### config.mk
export PLATFORM = sky130hd
export DESIGN_NAME = cache_top
export DESIGN_NICKNAME = d
export VERILOG_FILES = /design/src/rtl/cache_cfg_pkg.sv /design/src/rtl/cache_bus_pkg.sv /design/src/rtl/cache_ctrl.sv /design/src/rtl/cache_data_array.sv /design/src/rtl/cache_tag_array.sv /design/src/rtl/cache_top.sv
export SDC_FILE = /design/constraint.sdc
export NUM_CORES = 2
export LEC_CHECK = 0
export BUFFER_PORTS_ARGS = -buffer_cell sky130_fd_sc_hd__buf_2
export CAP_MARGIN = 15
export CORE_ASPECT_RATIO = 0.9
export CORE_MARGIN = 10
export CORE_UTILIZATION = 54
export DETAILED_ROUTE_END_ITERATION = 8
export HOLD_SLACK_MARGIN = 0.05
export PLACE_DENSITY = 0.7
export SETUP_SLACK_MARGIN = 0.05
export SYNTH_ARGS = -nofsm -noshare
export SYNTH_HDL_FRONTEND = slang
export SYNTH_SLANG_ARGS = --single-unit
### constraint.sdc
create_clock -name clk_i -period 5.6 [get_ports clk_i]
set_input_delay 1.12 -clock clk_i [delete_from_list [all_inputs] [get_ports clk_i]]
set_output_delay 1.12 -clock clk_i [all_outputs]
set_load 0.03 [all_outputs]
### src/rtl/cache_cfg_pkg.sv
package cache_cfg_pkg;

    // Cache geometry
    localparam int NUM_SETS        = 8;
    localparam int NUM_WAYS        = 2;
    localparam int BLOCK_WORDS     = 4;
    localparam int BEAT_WORDS      = 2;
    localparam int BEATS_PER_BLOCK = BLOCK_WORDS / BEAT_WORDS;

    // Address split: tag | index | byte offset
    localparam int OFFSET_W = $clog2(BLOCK_WORDS) + 2;
    localparam int INDEX_W  = $clog2(NUM_SETS);
    localparam int TAG_W    = 32 - OFFSET_W - INDEX_W;

    typedef logic [TAG_W-1:0]                   tag_t;
    typedef logic [INDEX_W-1:0]                 set_idx_t;
    typedef logic [$clog2(NUM_WAYS)-1:0]        way_idx_t;
    typedef logic [$clog2(BLOCK_WORDS)-1:0]     word_idx_t;
    typedef logic [$clog2(BEATS_PER_BLOCK)-1:0] beat_idx_t;

    // One bus beat, word 0 in the low bits
    typedef logic [BEAT_WORDS*32-1:0] beat_t;

    typedef enum logic [1:0] {
        LINE_INVALID = 2'b00,
        LINE_CLEAN   = 2'b01,
        LINE_DIRTY   = 2'b10
    } line_state_e;

endpackage

### src/rtl/cache_bus_pkg.sv
package cache_bus_pkg;

    // Core request, one 32-bit word
    typedef struct packed {
        logic        we;
        logic [3:0]  be;
        logic [31:0] addr;
        logic [31:0] wdata;
    } core_req_t;

    // Memory bus packet
    // Write-back beats carry data, a fill request only its block address
    typedef struct packed {
        logic                 we;
        logic [31:0]          addr;
        cache_cfg_pkg::beat_t wdata;
    } mem_req_t;

endpackage

### src/rtl/cache_ctrl.sv
module cache_ctrl (
    input  logic                      clk_i,
    input  logic                      nreset_i,

    // Core port
    input  logic                      core_valid_i,
    output logic                      core_ready_o,
    input  cache_bus_pkg::core_req_t  core_req_i,
    output logic                      core_resp_valid_o,
    output logic [31:0]               core_rdata_o,

    // Memory port
    output logic                      mem_valid_o,
    input  logic                      mem_ready_i,
    output cache_bus_pkg::mem_req_t   mem_req_o,
    input  logic                      mem_rvalid_i,

    // Tag array
    output cache_cfg_pkg::set_idx_t   lookup_set_o,
    output cache_cfg_pkg::tag_t       lookup_tag_o,
    output logic                      touch_o,
    output cache_cfg_pkg::way_idx_t   touch_way_o,
    output logic                      tag_fill_o,
    output cache_cfg_pkg::way_idx_t   fill_way_o,
    output logic                      fill_dirty_o,
    output logic                      mark_dirty_o,
    output cache_cfg_pkg::way_idx_t   mark_way_o,
    input  logic                      hit_i,
    input  cache_cfg_pkg::way_idx_t   hit_way_i,
    input  cache_cfg_pkg::way_idx_t   victim_way_i,
    input  logic                      victim_dirty_i,
    input  cache_cfg_pkg::tag_t       victim_tag_i,

    // Data array
    output cache_cfg_pkg::way_idx_t   data_way_o,
    output cache_cfg_pkg::word_idx_t  data_word_o,
    output cache_cfg_pkg::beat_idx_t  data_beat_o,
    output logic                      data_store_o,
    output logic [3:0]                data_be_o,
    output logic [31:0]               data_wdata_o,
    output logic                      data_fill_o,
    input  logic [31:0]               rd_word_i,
    input  cache_cfg_pkg::beat_t      rd_beat_i
);

    localparam cache_cfg_pkg::beat_idx_t LAST_BEAT =
        cache_cfg_pkg::beat_idx_t'(cache_cfg_pkg::BEATS_PER_BLOCK - 1);

    typedef enum logic [2:0] {
        ST_IDLE,
        ST_LOOKUP,
        ST_WB,
        ST_FILL_REQ,
        ST_FILL
    } state_e;

    state_e                    state_q, state_d;
    cache_bus_pkg::core_req_t  req_q;
    cache_cfg_pkg::beat_idx_t  wb_cnt_q, fill_cnt_q;
    logic                      accept, lookup_hit, wb_fire, fill_beat;

    assign accept     = core_valid_i & core_ready_o;
    assign lookup_hit = (state_q == ST_LOOKUP) & hit_i;
    assign wb_fire    = (state_q == ST_WB) & mem_ready_i;
    assign fill_beat  = (state_q == ST_FILL) & mem_rvalid_i;

    always_comb begin
        state_d = state_q;
        case (state_q)
            ST_IDLE:     if (accept) state_d = ST_LOOKUP;
            ST_LOOKUP:   state_d = hit_i ? ST_IDLE : (victim_dirty_i ? ST_WB : ST_FILL_REQ);
            ST_WB:       if (wb_fire && wb_cnt_q == LAST_BEAT) state_d = ST_FILL_REQ;
            ST_FILL_REQ: if (mem_ready_i) state_d = ST_FILL;
            // Second lookup after the last beat now hits
            ST_FILL:     if (fill_beat && fill_cnt_q == LAST_BEAT) state_d = ST_LOOKUP;
            default:     state_d = ST_IDLE;
        endcase
    end

    always_ff @(posedge clk_i) begin
        if (nreset_i) begin
            state_q    <= ST_IDLE;
            wb_cnt_q   <= '0;
            fill_cnt_q <= '0;
        end else begin
            state_q <= state_d;
            if (wb_fire) begin
                wb_cnt_q <= wb_cnt_q + 1'b1;
            end
            if (fill_beat) begin
                fill_cnt_q <= fill_cnt_q + 1'b1;
            end
        end
    end

    always_ff @(posedge clk_i) begin
        if (accept) begin
            req_q <= core_req_i;
        end
    end

    assign core_ready_o      = state_q == ST_IDLE;
    assign core_resp_valid_o = lookup_hit;
    assign core_rdata_o      = req_q.we ? '0 : rd_word_i;

    assign lookup_set_o = req_q.addr[cache_cfg_pkg::OFFSET_W +: cache_cfg_pkg::INDEX_W];
    assign lookup_tag_o = req_q.addr[31 -: cache_cfg_pkg::TAG_W];

    assign touch_o      = lookup_hit;
    assign touch_way_o  = hit_way_i;
    assign mark_dirty_o = lookup_hit & req_q.we;
    assign mark_way_o   = hit_way_i;

    // Tag and state go live with the last fill beat
    assign tag_fill_o   = fill_beat & (fill_cnt_q == LAST_BEAT);
    assign fill_way_o   = victim_way_i;
    assign fill_dirty_o = req_q.we;

    // Victim way stays put until the tag fill
    assign data_way_o   = (state_q == ST_LOOKUP) ? hit_way_i : victim_way_i;
    assign data_word_o  = req_q.addr[cache_cfg_pkg::OFFSET_W-1:2];
    assign data_beat_o  = (state_q == ST_FILL) ? fill_cnt_q : wb_cnt_q;
    assign data_store_o = lookup_hit & req_q.we;
    assign data_be_o    = req_q.be;
    assign data_wdata_o = req_q.wdata;
    assign data_fill_o  = fill_beat;

    assign mem_valid_o = (state_q == ST_WB) | (state_q == ST_FILL_REQ);

    always_comb begin
        mem_req_o.we = state_q == ST_WB;
        if (state_q == ST_WB) begin
            mem_req_o.addr  = {victim_tag_i, lookup_set_o, wb_cnt_q,
                               {(cache_cfg_pkg::OFFSET_W - $bits(wb_cnt_q)){1'b0}}};
            mem_req_o.wdata = rd_beat_i;
        end else begin
            mem_req_o.addr  = {req_q.addr[31:cache_cfg_pkg::OFFSET_W],
                               {cache_cfg_pkg::OFFSET_W{1'b0}}};
            mem_req_o.wdata = '0;
        end
    end

    a_rvalid_in_fill: assert property (@(posedge clk_i) disable iff (nreset_i)
        mem_rvalid_i |-> state_q == ST_FILL)
        else $error("read beat outside fill state");

    // The lookup right after the tag fill must hit
    a_refill_hit: assert property (@(posedge clk_i) disable iff (nreset_i)
        tag_fill_o |=> hit_i)
        else $error("second lookup after fill missed");

    a_be_contiguous: assert property (@(posedge clk_i) disable iff (nreset_i)
        accept & core_req_i.we |-> core_req_i.be inside {4'b0000, 4'b0001, 4'b0010,
            4'b0100, 4'b1000, 4'b0011, 4'b0110, 4'b1100, 4'b0111, 4'b1110, 4'b1111})
        else $error("non-contiguous byte enables %b", core_req_i.be);

endmodule

### src/rtl/cache_data_array.sv
module cache_data_array (
    input  logic                     clk_i,

    // Addressing
    input  cache_cfg_pkg::set_idx_t  set_i,
    input  cache_cfg_pkg::way_idx_t  way_i,
    input  cache_cfg_pkg::word_idx_t word_i,
    input  cache_cfg_pkg::beat_idx_t beat_i,

    // Byte-enabled store of one word
    input  logic                     store_i,
    input  logic [3:0]               store_be_i,
    input  logic [31:0]              store_data_i,

    // Fill of one beat
    input  logic                     fill_i,
    input  cache_cfg_pkg::beat_t     fill_data_i,

    output logic [31:0]              rd_word_o,
    output cache_cfg_pkg::beat_t     rd_beat_o
);

    logic [31:0] word_q [cache_cfg_pkg::NUM_SETS]
                        [cache_cfg_pkg::NUM_WAYS]
                        [cache_cfg_pkg::BLOCK_WORDS];

    // Word position of word i within the addressed beat
    function automatic cache_cfg_pkg::word_idx_t beat_word(
        input cache_cfg_pkg::beat_idx_t beat,
        input int                       i
    );
        beat_word = cache_cfg_pkg::word_idx_t'(int'(beat) * cache_cfg_pkg::BEAT_WORDS + i);
    endfunction

    assign rd_word_o = word_q[set_i][way_i][word_i];

    // Beat read for write-back
    always_comb begin
        for (int i = 0; i < cache_cfg_pkg::BEAT_WORDS; i++) begin
            rd_beat_o[i*32 +: 32] = word_q[set_i][way_i][beat_word(beat_i, i)];
        end
    end

    always_ff @(posedge clk_i) begin
        if (fill_i) begin
            for (int i = 0; i < cache_cfg_pkg::BEAT_WORDS; i++) begin
                word_q[set_i][way_i][beat_word(beat_i, i)] <= fill_data_i[i*32 +: 32];
            end
        end else if (store_i) begin
            // Merge only the enabled bytes
            for (int b = 0; b < 4; b++) begin
                if (store_be_i[b]) begin
                    word_q[set_i][way_i][word_i][b*8 +: 8] <= store_data_i[b*8 +: 8];
                end
            end
        end
    end

endmodule

### src/rtl/cache_tag_array.sv
module cache_tag_array (
    input  logic                    clk_i,
    input  logic                    nreset_i,

    // Lookup
    input  cache_cfg_pkg::set_idx_t lookup_set_i,
    input  cache_cfg_pkg::tag_t     lookup_tag_i,

    // Updates, all applied to the lookup set
    input  logic                    touch_i,
    input  cache_cfg_pkg::way_idx_t touch_way_i,
    input  logic                    fill_i,
    input  cache_cfg_pkg::way_idx_t fill_way_i,
    input  logic                    fill_dirty_i,
    input  logic                    mark_dirty_i,
    input  cache_cfg_pkg::way_idx_t mark_way_i,

    // Lookup results
    output logic                    hit_o,
    output cache_cfg_pkg::way_idx_t hit_way_o,
    output cache_cfg_pkg::way_idx_t victim_way_o,
    output logic                    victim_dirty_o,
    output cache_cfg_pkg::tag_t     victim_tag_o
);

    cache_cfg_pkg::tag_t        tag_q   [cache_cfg_pkg::NUM_SETS][cache_cfg_pkg::NUM_WAYS];
    cache_cfg_pkg::line_state_e state_q [cache_cfg_pkg::NUM_SETS][cache_cfg_pkg::NUM_WAYS];

    // One bit per set naming the way to replace next
    logic [cache_cfg_pkg::NUM_SETS-1:0] plru_q;

    logic [cache_cfg_pkg::NUM_WAYS-1:0] way_hit;

    always_comb begin
        hit_way_o = '0;
        for (int w = 0; w < cache_cfg_pkg::NUM_WAYS; w++) begin
            way_hit[w] = (state_q[lookup_set_i][w] != cache_cfg_pkg::LINE_INVALID) &&
                         (tag_q[lookup_set_i][w] == lookup_tag_i);
            if (way_hit[w]) begin
                hit_way_o = cache_cfg_pkg::way_idx_t'(w);
            end
        end
        hit_o = |way_hit;
    end

    // Lowest invalid way wins, else the pLRU way
    always_comb begin
        victim_way_o = plru_q[lookup_set_i];
        for (int w = cache_cfg_pkg::NUM_WAYS - 1; w >= 0; w--) begin
            if (state_q[lookup_set_i][w] == cache_cfg_pkg::LINE_INVALID) begin
                victim_way_o = cache_cfg_pkg::way_idx_t'(w);
            end
        end
    end

    assign victim_dirty_o = state_q[lookup_set_i][victim_way_o] == cache_cfg_pkg::LINE_DIRTY;
    assign victim_tag_o   = tag_q[lookup_set_i][victim_way_o];

    always_ff @(posedge clk_i) begin
        if (nreset_i) begin
            for (int s = 0; s < cache_cfg_pkg::NUM_SETS; s++) begin
                for (int w = 0; w < cache_cfg_pkg::NUM_WAYS; w++) begin
                    state_q[s][w] <= cache_cfg_pkg::LINE_INVALID;
                end
            end
            plru_q <= '0;
        end else begin
            if (touch_i) begin
                plru_q[lookup_set_i] <= ~touch_way_i;
            end
            if (fill_i) begin
                state_q[lookup_set_i][fill_way_i] <= fill_dirty_i ? cache_cfg_pkg::LINE_DIRTY
                                                                  : cache_cfg_pkg::LINE_CLEAN;
            end
            if (mark_dirty_i) begin
                state_q[lookup_set_i][mark_way_i] <= cache_cfg_pkg::LINE_DIRTY;
            end
        end
    end

    // Tags only matter once the line is valid
    always_ff @(posedge clk_i) begin
        if (fill_i) begin
            tag_q[lookup_set_i][fill_way_i] <= lookup_tag_i;
        end
    end

    // A fill never installs a tag that is already valid elsewhere in the set
    a_hit_onehot: assert property (@(posedge clk_i) disable iff (nreset_i)
        $onehot0(way_hit))
        else $error("two ways hit in set %0d", lookup_set_i);

endmodule

### src/rtl/cache_top.sv
module cache_top (
    input  logic                     clk_i,
    input  logic                     nreset_i,

    input  logic                     core_valid_i,
    output logic                     core_ready_o,
    input  cache_bus_pkg::core_req_t core_req_i,
    output logic                     core_resp_valid_o,
    output logic [31:0]              core_rdata_o,

    output logic                     mem_valid_o,
    input  logic                     mem_ready_i,
    output cache_bus_pkg::mem_req_t  mem_req_o,
    input  logic                     mem_rvalid_i,
    input  cache_cfg_pkg::beat_t     mem_rdata_i
);

    // Controller to tag array
    cache_cfg_pkg::set_idx_t  lookup_set;
    cache_cfg_pkg::tag_t      lookup_tag;
    logic                     touch, tag_fill, fill_dirty, mark_dirty;
    cache_cfg_pkg::way_idx_t  touch_way, fill_way, mark_way;

    // Tag array results
    logic                     hit, victim_dirty;
    cache_cfg_pkg::way_idx_t  hit_way, victim_way;
    cache_cfg_pkg::tag_t      victim_tag;

    // Controller to data array
    cache_cfg_pkg::way_idx_t  data_way;
    cache_cfg_pkg::word_idx_t data_word;
    cache_cfg_pkg::beat_idx_t data_beat;
    logic                     data_store, data_fill;
    logic [3:0]               data_be;
    logic [31:0]              data_wdata, rd_word;
    cache_cfg_pkg::beat_t     rd_beat;

    cache_ctrl u_ctrl (
        .clk_i             (clk_i),
        .nreset_i          (nreset_i),
        .core_valid_i      (core_valid_i),
        .core_ready_o      (core_ready_o),
        .core_req_i        (core_req_i),
        .core_resp_valid_o (core_resp_valid_o),
        .core_rdata_o      (core_rdata_o),
        .mem_valid_o       (mem_valid_o),
        .mem_ready_i       (mem_ready_i),
        .mem_req_o         (mem_req_o),
        .mem_rvalid_i      (mem_rvalid_i),
        .lookup_set_o      (lookup_set),
        .lookup_tag_o      (lookup_tag),
        .touch_o           (touch),
        .touch_way_o       (touch_way),
        .tag_fill_o        (tag_fill),
        .fill_way_o        (fill_way),
        .fill_dirty_o      (fill_dirty),
        .mark_dirty_o      (mark_dirty),
        .mark_way_o        (mark_way),
        .hit_i             (hit),
        .hit_way_i         (hit_way),
        .victim_way_i      (victim_way),
        .victim_dirty_i    (victim_dirty),
        .victim_tag_i      (victim_tag),
        .data_way_o        (data_way),
        .data_word_o       (data_word),
        .data_beat_o       (data_beat),
        .data_store_o      (data_store),
        .data_be_o         (data_be),
        .data_wdata_o      (data_wdata),
        .data_fill_o       (data_fill),
        .rd_word_i         (rd_word),
        .rd_beat_i         (rd_beat)
    );

    cache_tag_array u_tags (
        .clk_i          (clk_i),
        .nreset_i       (nreset_i),
        .lookup_set_i   (lookup_set),
        .lookup_tag_i   (lookup_tag),
        .touch_i        (touch),
        .touch_way_i    (touch_way),
        .fill_i         (tag_fill),
        .fill_way_i     (fill_way),
        .fill_dirty_i   (fill_dirty),
        .mark_dirty_i   (mark_dirty),
        .mark_way_i     (mark_way),
        .hit_o          (hit),
        .hit_way_o      (hit_way),
        .victim_way_o   (victim_way),
        .victim_dirty_o (victim_dirty),
        .victim_tag_o   (victim_tag)
    );

    // Set index is shared with the tag lookup
    cache_data_array u_data (
        .clk_i        (clk_i),
        .set_i        (lookup_set),
        .way_i        (data_way),
        .word_i       (data_word),
        .beat_i       (data_beat),
        .store_i      (data_store),
        .store_be_i   (data_be),
        .store_data_i (data_wdata),
        .fill_i       (data_fill),
        .fill_data_i  (mem_rdata_i),
        .rd_word_o    (rd_word),
        .rd_beat_o    (rd_beat)
    );

endmodule

==> metrics <==
CTS buffer count=between 200 and 300; die height=between 400 and 500 µm; Final period util=114%; count leader, synth=edfxtp_1; # clock sinks=~2,600; first-pass GRT wire length=between 400,000 and 500,000 µm; CP endpoint kind=primary output; Final Cell Area=about 0.13 mm²; status=complete, but fails checks; Slew Viols, Final=0; share of layout cells above drive strength 1=a little under two fifths; endpoints failing setup=96; max-cap viol count=0; dpl hpwl=221,000 µm; Cell Area, Synth=between 0.1 and 0.15 mm²; cts hold-fix bufs=0; EDFF count, synth=2,547; Port Buffers=around 260; Tmin final=~6.4 ns; skew final=0.0752 ns; initial antenna violation count=between 40 and 50; Util after Layout=around two thirds; DRC=0; reg2reg end=u_data.word_q[0][214]$_DFFE_PP_; distinct cell type count after synthesis=69; Cells after Synth=between 5,000 and 6,000; top cells by area, synth=edfxtp_1, mux4_2, mux2_2; Clock Latency Late Sink=approximately 0.96 ns; Worst EP arrival=around 5.3 ns; final hold viol count=0; placed cell area=around 0.11 mm²; DR WL/cell=~36 µm; DR pass1 iterations=9; Initial Util=a little over half; worst vdd ir=~0.35 mV; Placer Congestion=~0.96; WL final=335,000 µm; Synth Register Bits=around 2,600; WHS Path Cells=1; CTS tree=done; clock buffer depth=4; Ports=270; R2R cell count=15; largest net degree at the start of global routing=around 140; hold endpoint=u_ctrl.lookup_tag_o[6]$_DFFE_PP_; die width=488 µm; ys flop type=edfxtp_1; Clk pin slew, worst setup/hold paths=roughly 0.060 ns; DR iter-0 viols=9,108; post-synthesis sequential area ratio=72.1%; vias per cell=6.72; antenna viol nets, final=0; area of the die=between 0.2 and 0.25 mm²; Power Dens Cells=394 mW/mm²; Slew HR=between 4 and 5%; crit path kind=reg2out; slack of the critical path=-0.805 ns; HP Start=core_req_i[45]; Total GRT Usage=a little under a third; Lkg Pwr=around 43 nW; CP Max Fanout=10; vias=~63,000; RSZ-0062 raised after global routing=yes; Setup crit start kind=register; top-area cell type share of the netlist area=71.8%; reg2reg setup slack=0.24 ns; row cnt=between 150 and 200; Core Area=0.196 mm²; synthesized area per cell=18.8 µm²; Final nets=6,677; layout overhead on the synthesized area=20.4%; Root Driver=clkbuf_16; final hold slack=between 0.3 and 0.4 ns; YS warnings=0; Data required, critical path=between 4 and 5 ns; failing checks=negative setup slack; Hold Crit Class=in2reg; total gr overflow=0; top cells by count, synth=edfxtp_1, mux4_2, nor2_1; worst slew pin tran=between 1 and 1.5 ns; total power=around 51 mW; H-Tree Depth=5; Peak Freq=between 0.15 and 0.2 GHz; Async SR Flop Fraction=0%; area leader, netlist=edfxtp_1; pre-CTS setup slack=-0.321 ns; vias in the first global route=around 60,000
## placed cells by master, fill, tap and decap left out, types with 36 or more instances in the layout
master	count
a21oi_1	174
a31oi_1	41
buf_12	54
buf_2	167
buf_4	527
buf_6	171
clkbuf_1	50
clkbuf_16	287
clkinv_1	56
clkinv_2	42
edfxtp_1	2547
mux2_2	210
mux2_4	103
mux2i_1	246
mux2i_4	39
mux4_2	589
nand2_1	93
nor2_1	470
o21ai_0	44
o22ai_1	36
## report_power, final
group	internal, mW	switching (mW)	total, mW	leakage, nW
Clock	10.2	7.30	17.5	4.14
Sequential	21.2	0.261	21.5	23.1
Combinational	5.00	6.53	11.5	15.4
Total	36.4	14.1	50.5	42.7
## per-layer routing
metal / vias up / GRT usage [%] / share of wire [%]
met4: 24 / 14.9 / 5.9
met1: 32200 / 41.4 / 36
met5: - / 0 / 0.059
li1: 25000 / - / -
met2: 4499 / 45.2 / 45
met3: 925 / 9.33 / 13
## metrics by stage
stage	std cells	TNS (ns)
6_report	9324	-59.20
5_1_grt	9310	-65.38
4_1_cts	9262	-54.97
3_5_place_dp	8738	-10.99
3_3_place_gp	8738	-7.27
2_1_floorplan	5673	0
## cell type report
| class | count | area, µm² |
|---|---|---|
| diodes | 19 | 47.5 |
| clock buffers | 332 | 7230 |
| clock inverters | 136 | 1230 |
| fillers | 12700 | 67700 |
| inverters | 7 | 28.8 |
| multi-input cells | 2731 | 31000 |
| flip-flops and latches | 2563 | 76800 |
| well taps | 2574 | 3220 |
| repair buffers | 962 | 8720 |
## kinds of logic (layout without fill, tap and decap cells)
logic type,Yosys count,in the layout,synth area share [%]
DFF,2563,2563,72.1
other,1,22,0.00352
xor gates and xnor gates,38,38,0.312
buffers and inverters,380,1437,1.50
AOI/OAI and AO/OA,598,598,3.67
muxes,1214,1214,18.7
and+or+nand+nor,877,878,3.76
## state kept, by name, indices dropped and copies added (netlist names), named ones only
name / count
u_tags.plru_q: 8
u_ctrl.fill_cnt_q: 1
u_ctrl.data_wdata_o: 32
u_tags.tag_q: 400
u_ctrl.fill_dirty_o: 1
u_ctrl.data_be_o: 4
u_ctrl.lookup_tag_o: 25
u_ctrl.lookup_set_o: 3
u_ctrl.data_word_o: 2
u_tags.state_q: 32
u_ctrl.state_q: 3
u_data.word_q: 2048
u_ctrl.wb_cnt_q: 1
## worst max-delay path, cell delays in order, from the launching register on
cell and delay [ns]:
dfxtp_4 0.43, buf_16 0.16, buf_12 0.12, mux4_2 0.50
mux2i_1 0.24, xor2_1 0.28, nand2_1 0.08, and4bb_2 0.33
nand4_1 0.25, buf_12 0.24, nand2_8 0.14, buf_16 0.17
buf_12 0.16, mux2_4 0.36, a22oi_1 0.21, nand4_1 0.24
buf_6 0.23, buf_6 0.14
## how the worst max path moves through the flow
stage	startpoint	endpoint	slack, ns
floorplan	register	mem_req_o[57]	0.68
global placement	register	core_rdata_o[26]	-0.28
detailed placement	register	core_rdata_o[26]	-0.32
CTS	register	core_rdata_o[19]	-0.71
global route	register	core_rdata_o[15]	-0.83
finish	register	core_rdata_o[26]	-0.81
## what timing repair did
action,in CTS,in global routing
resized for setup,524,303
setup endpoints to repair,116,203
setup buffers,43,49
cloned,14,4
pin swaps,76,66
(Power assumes the default switching activity.)
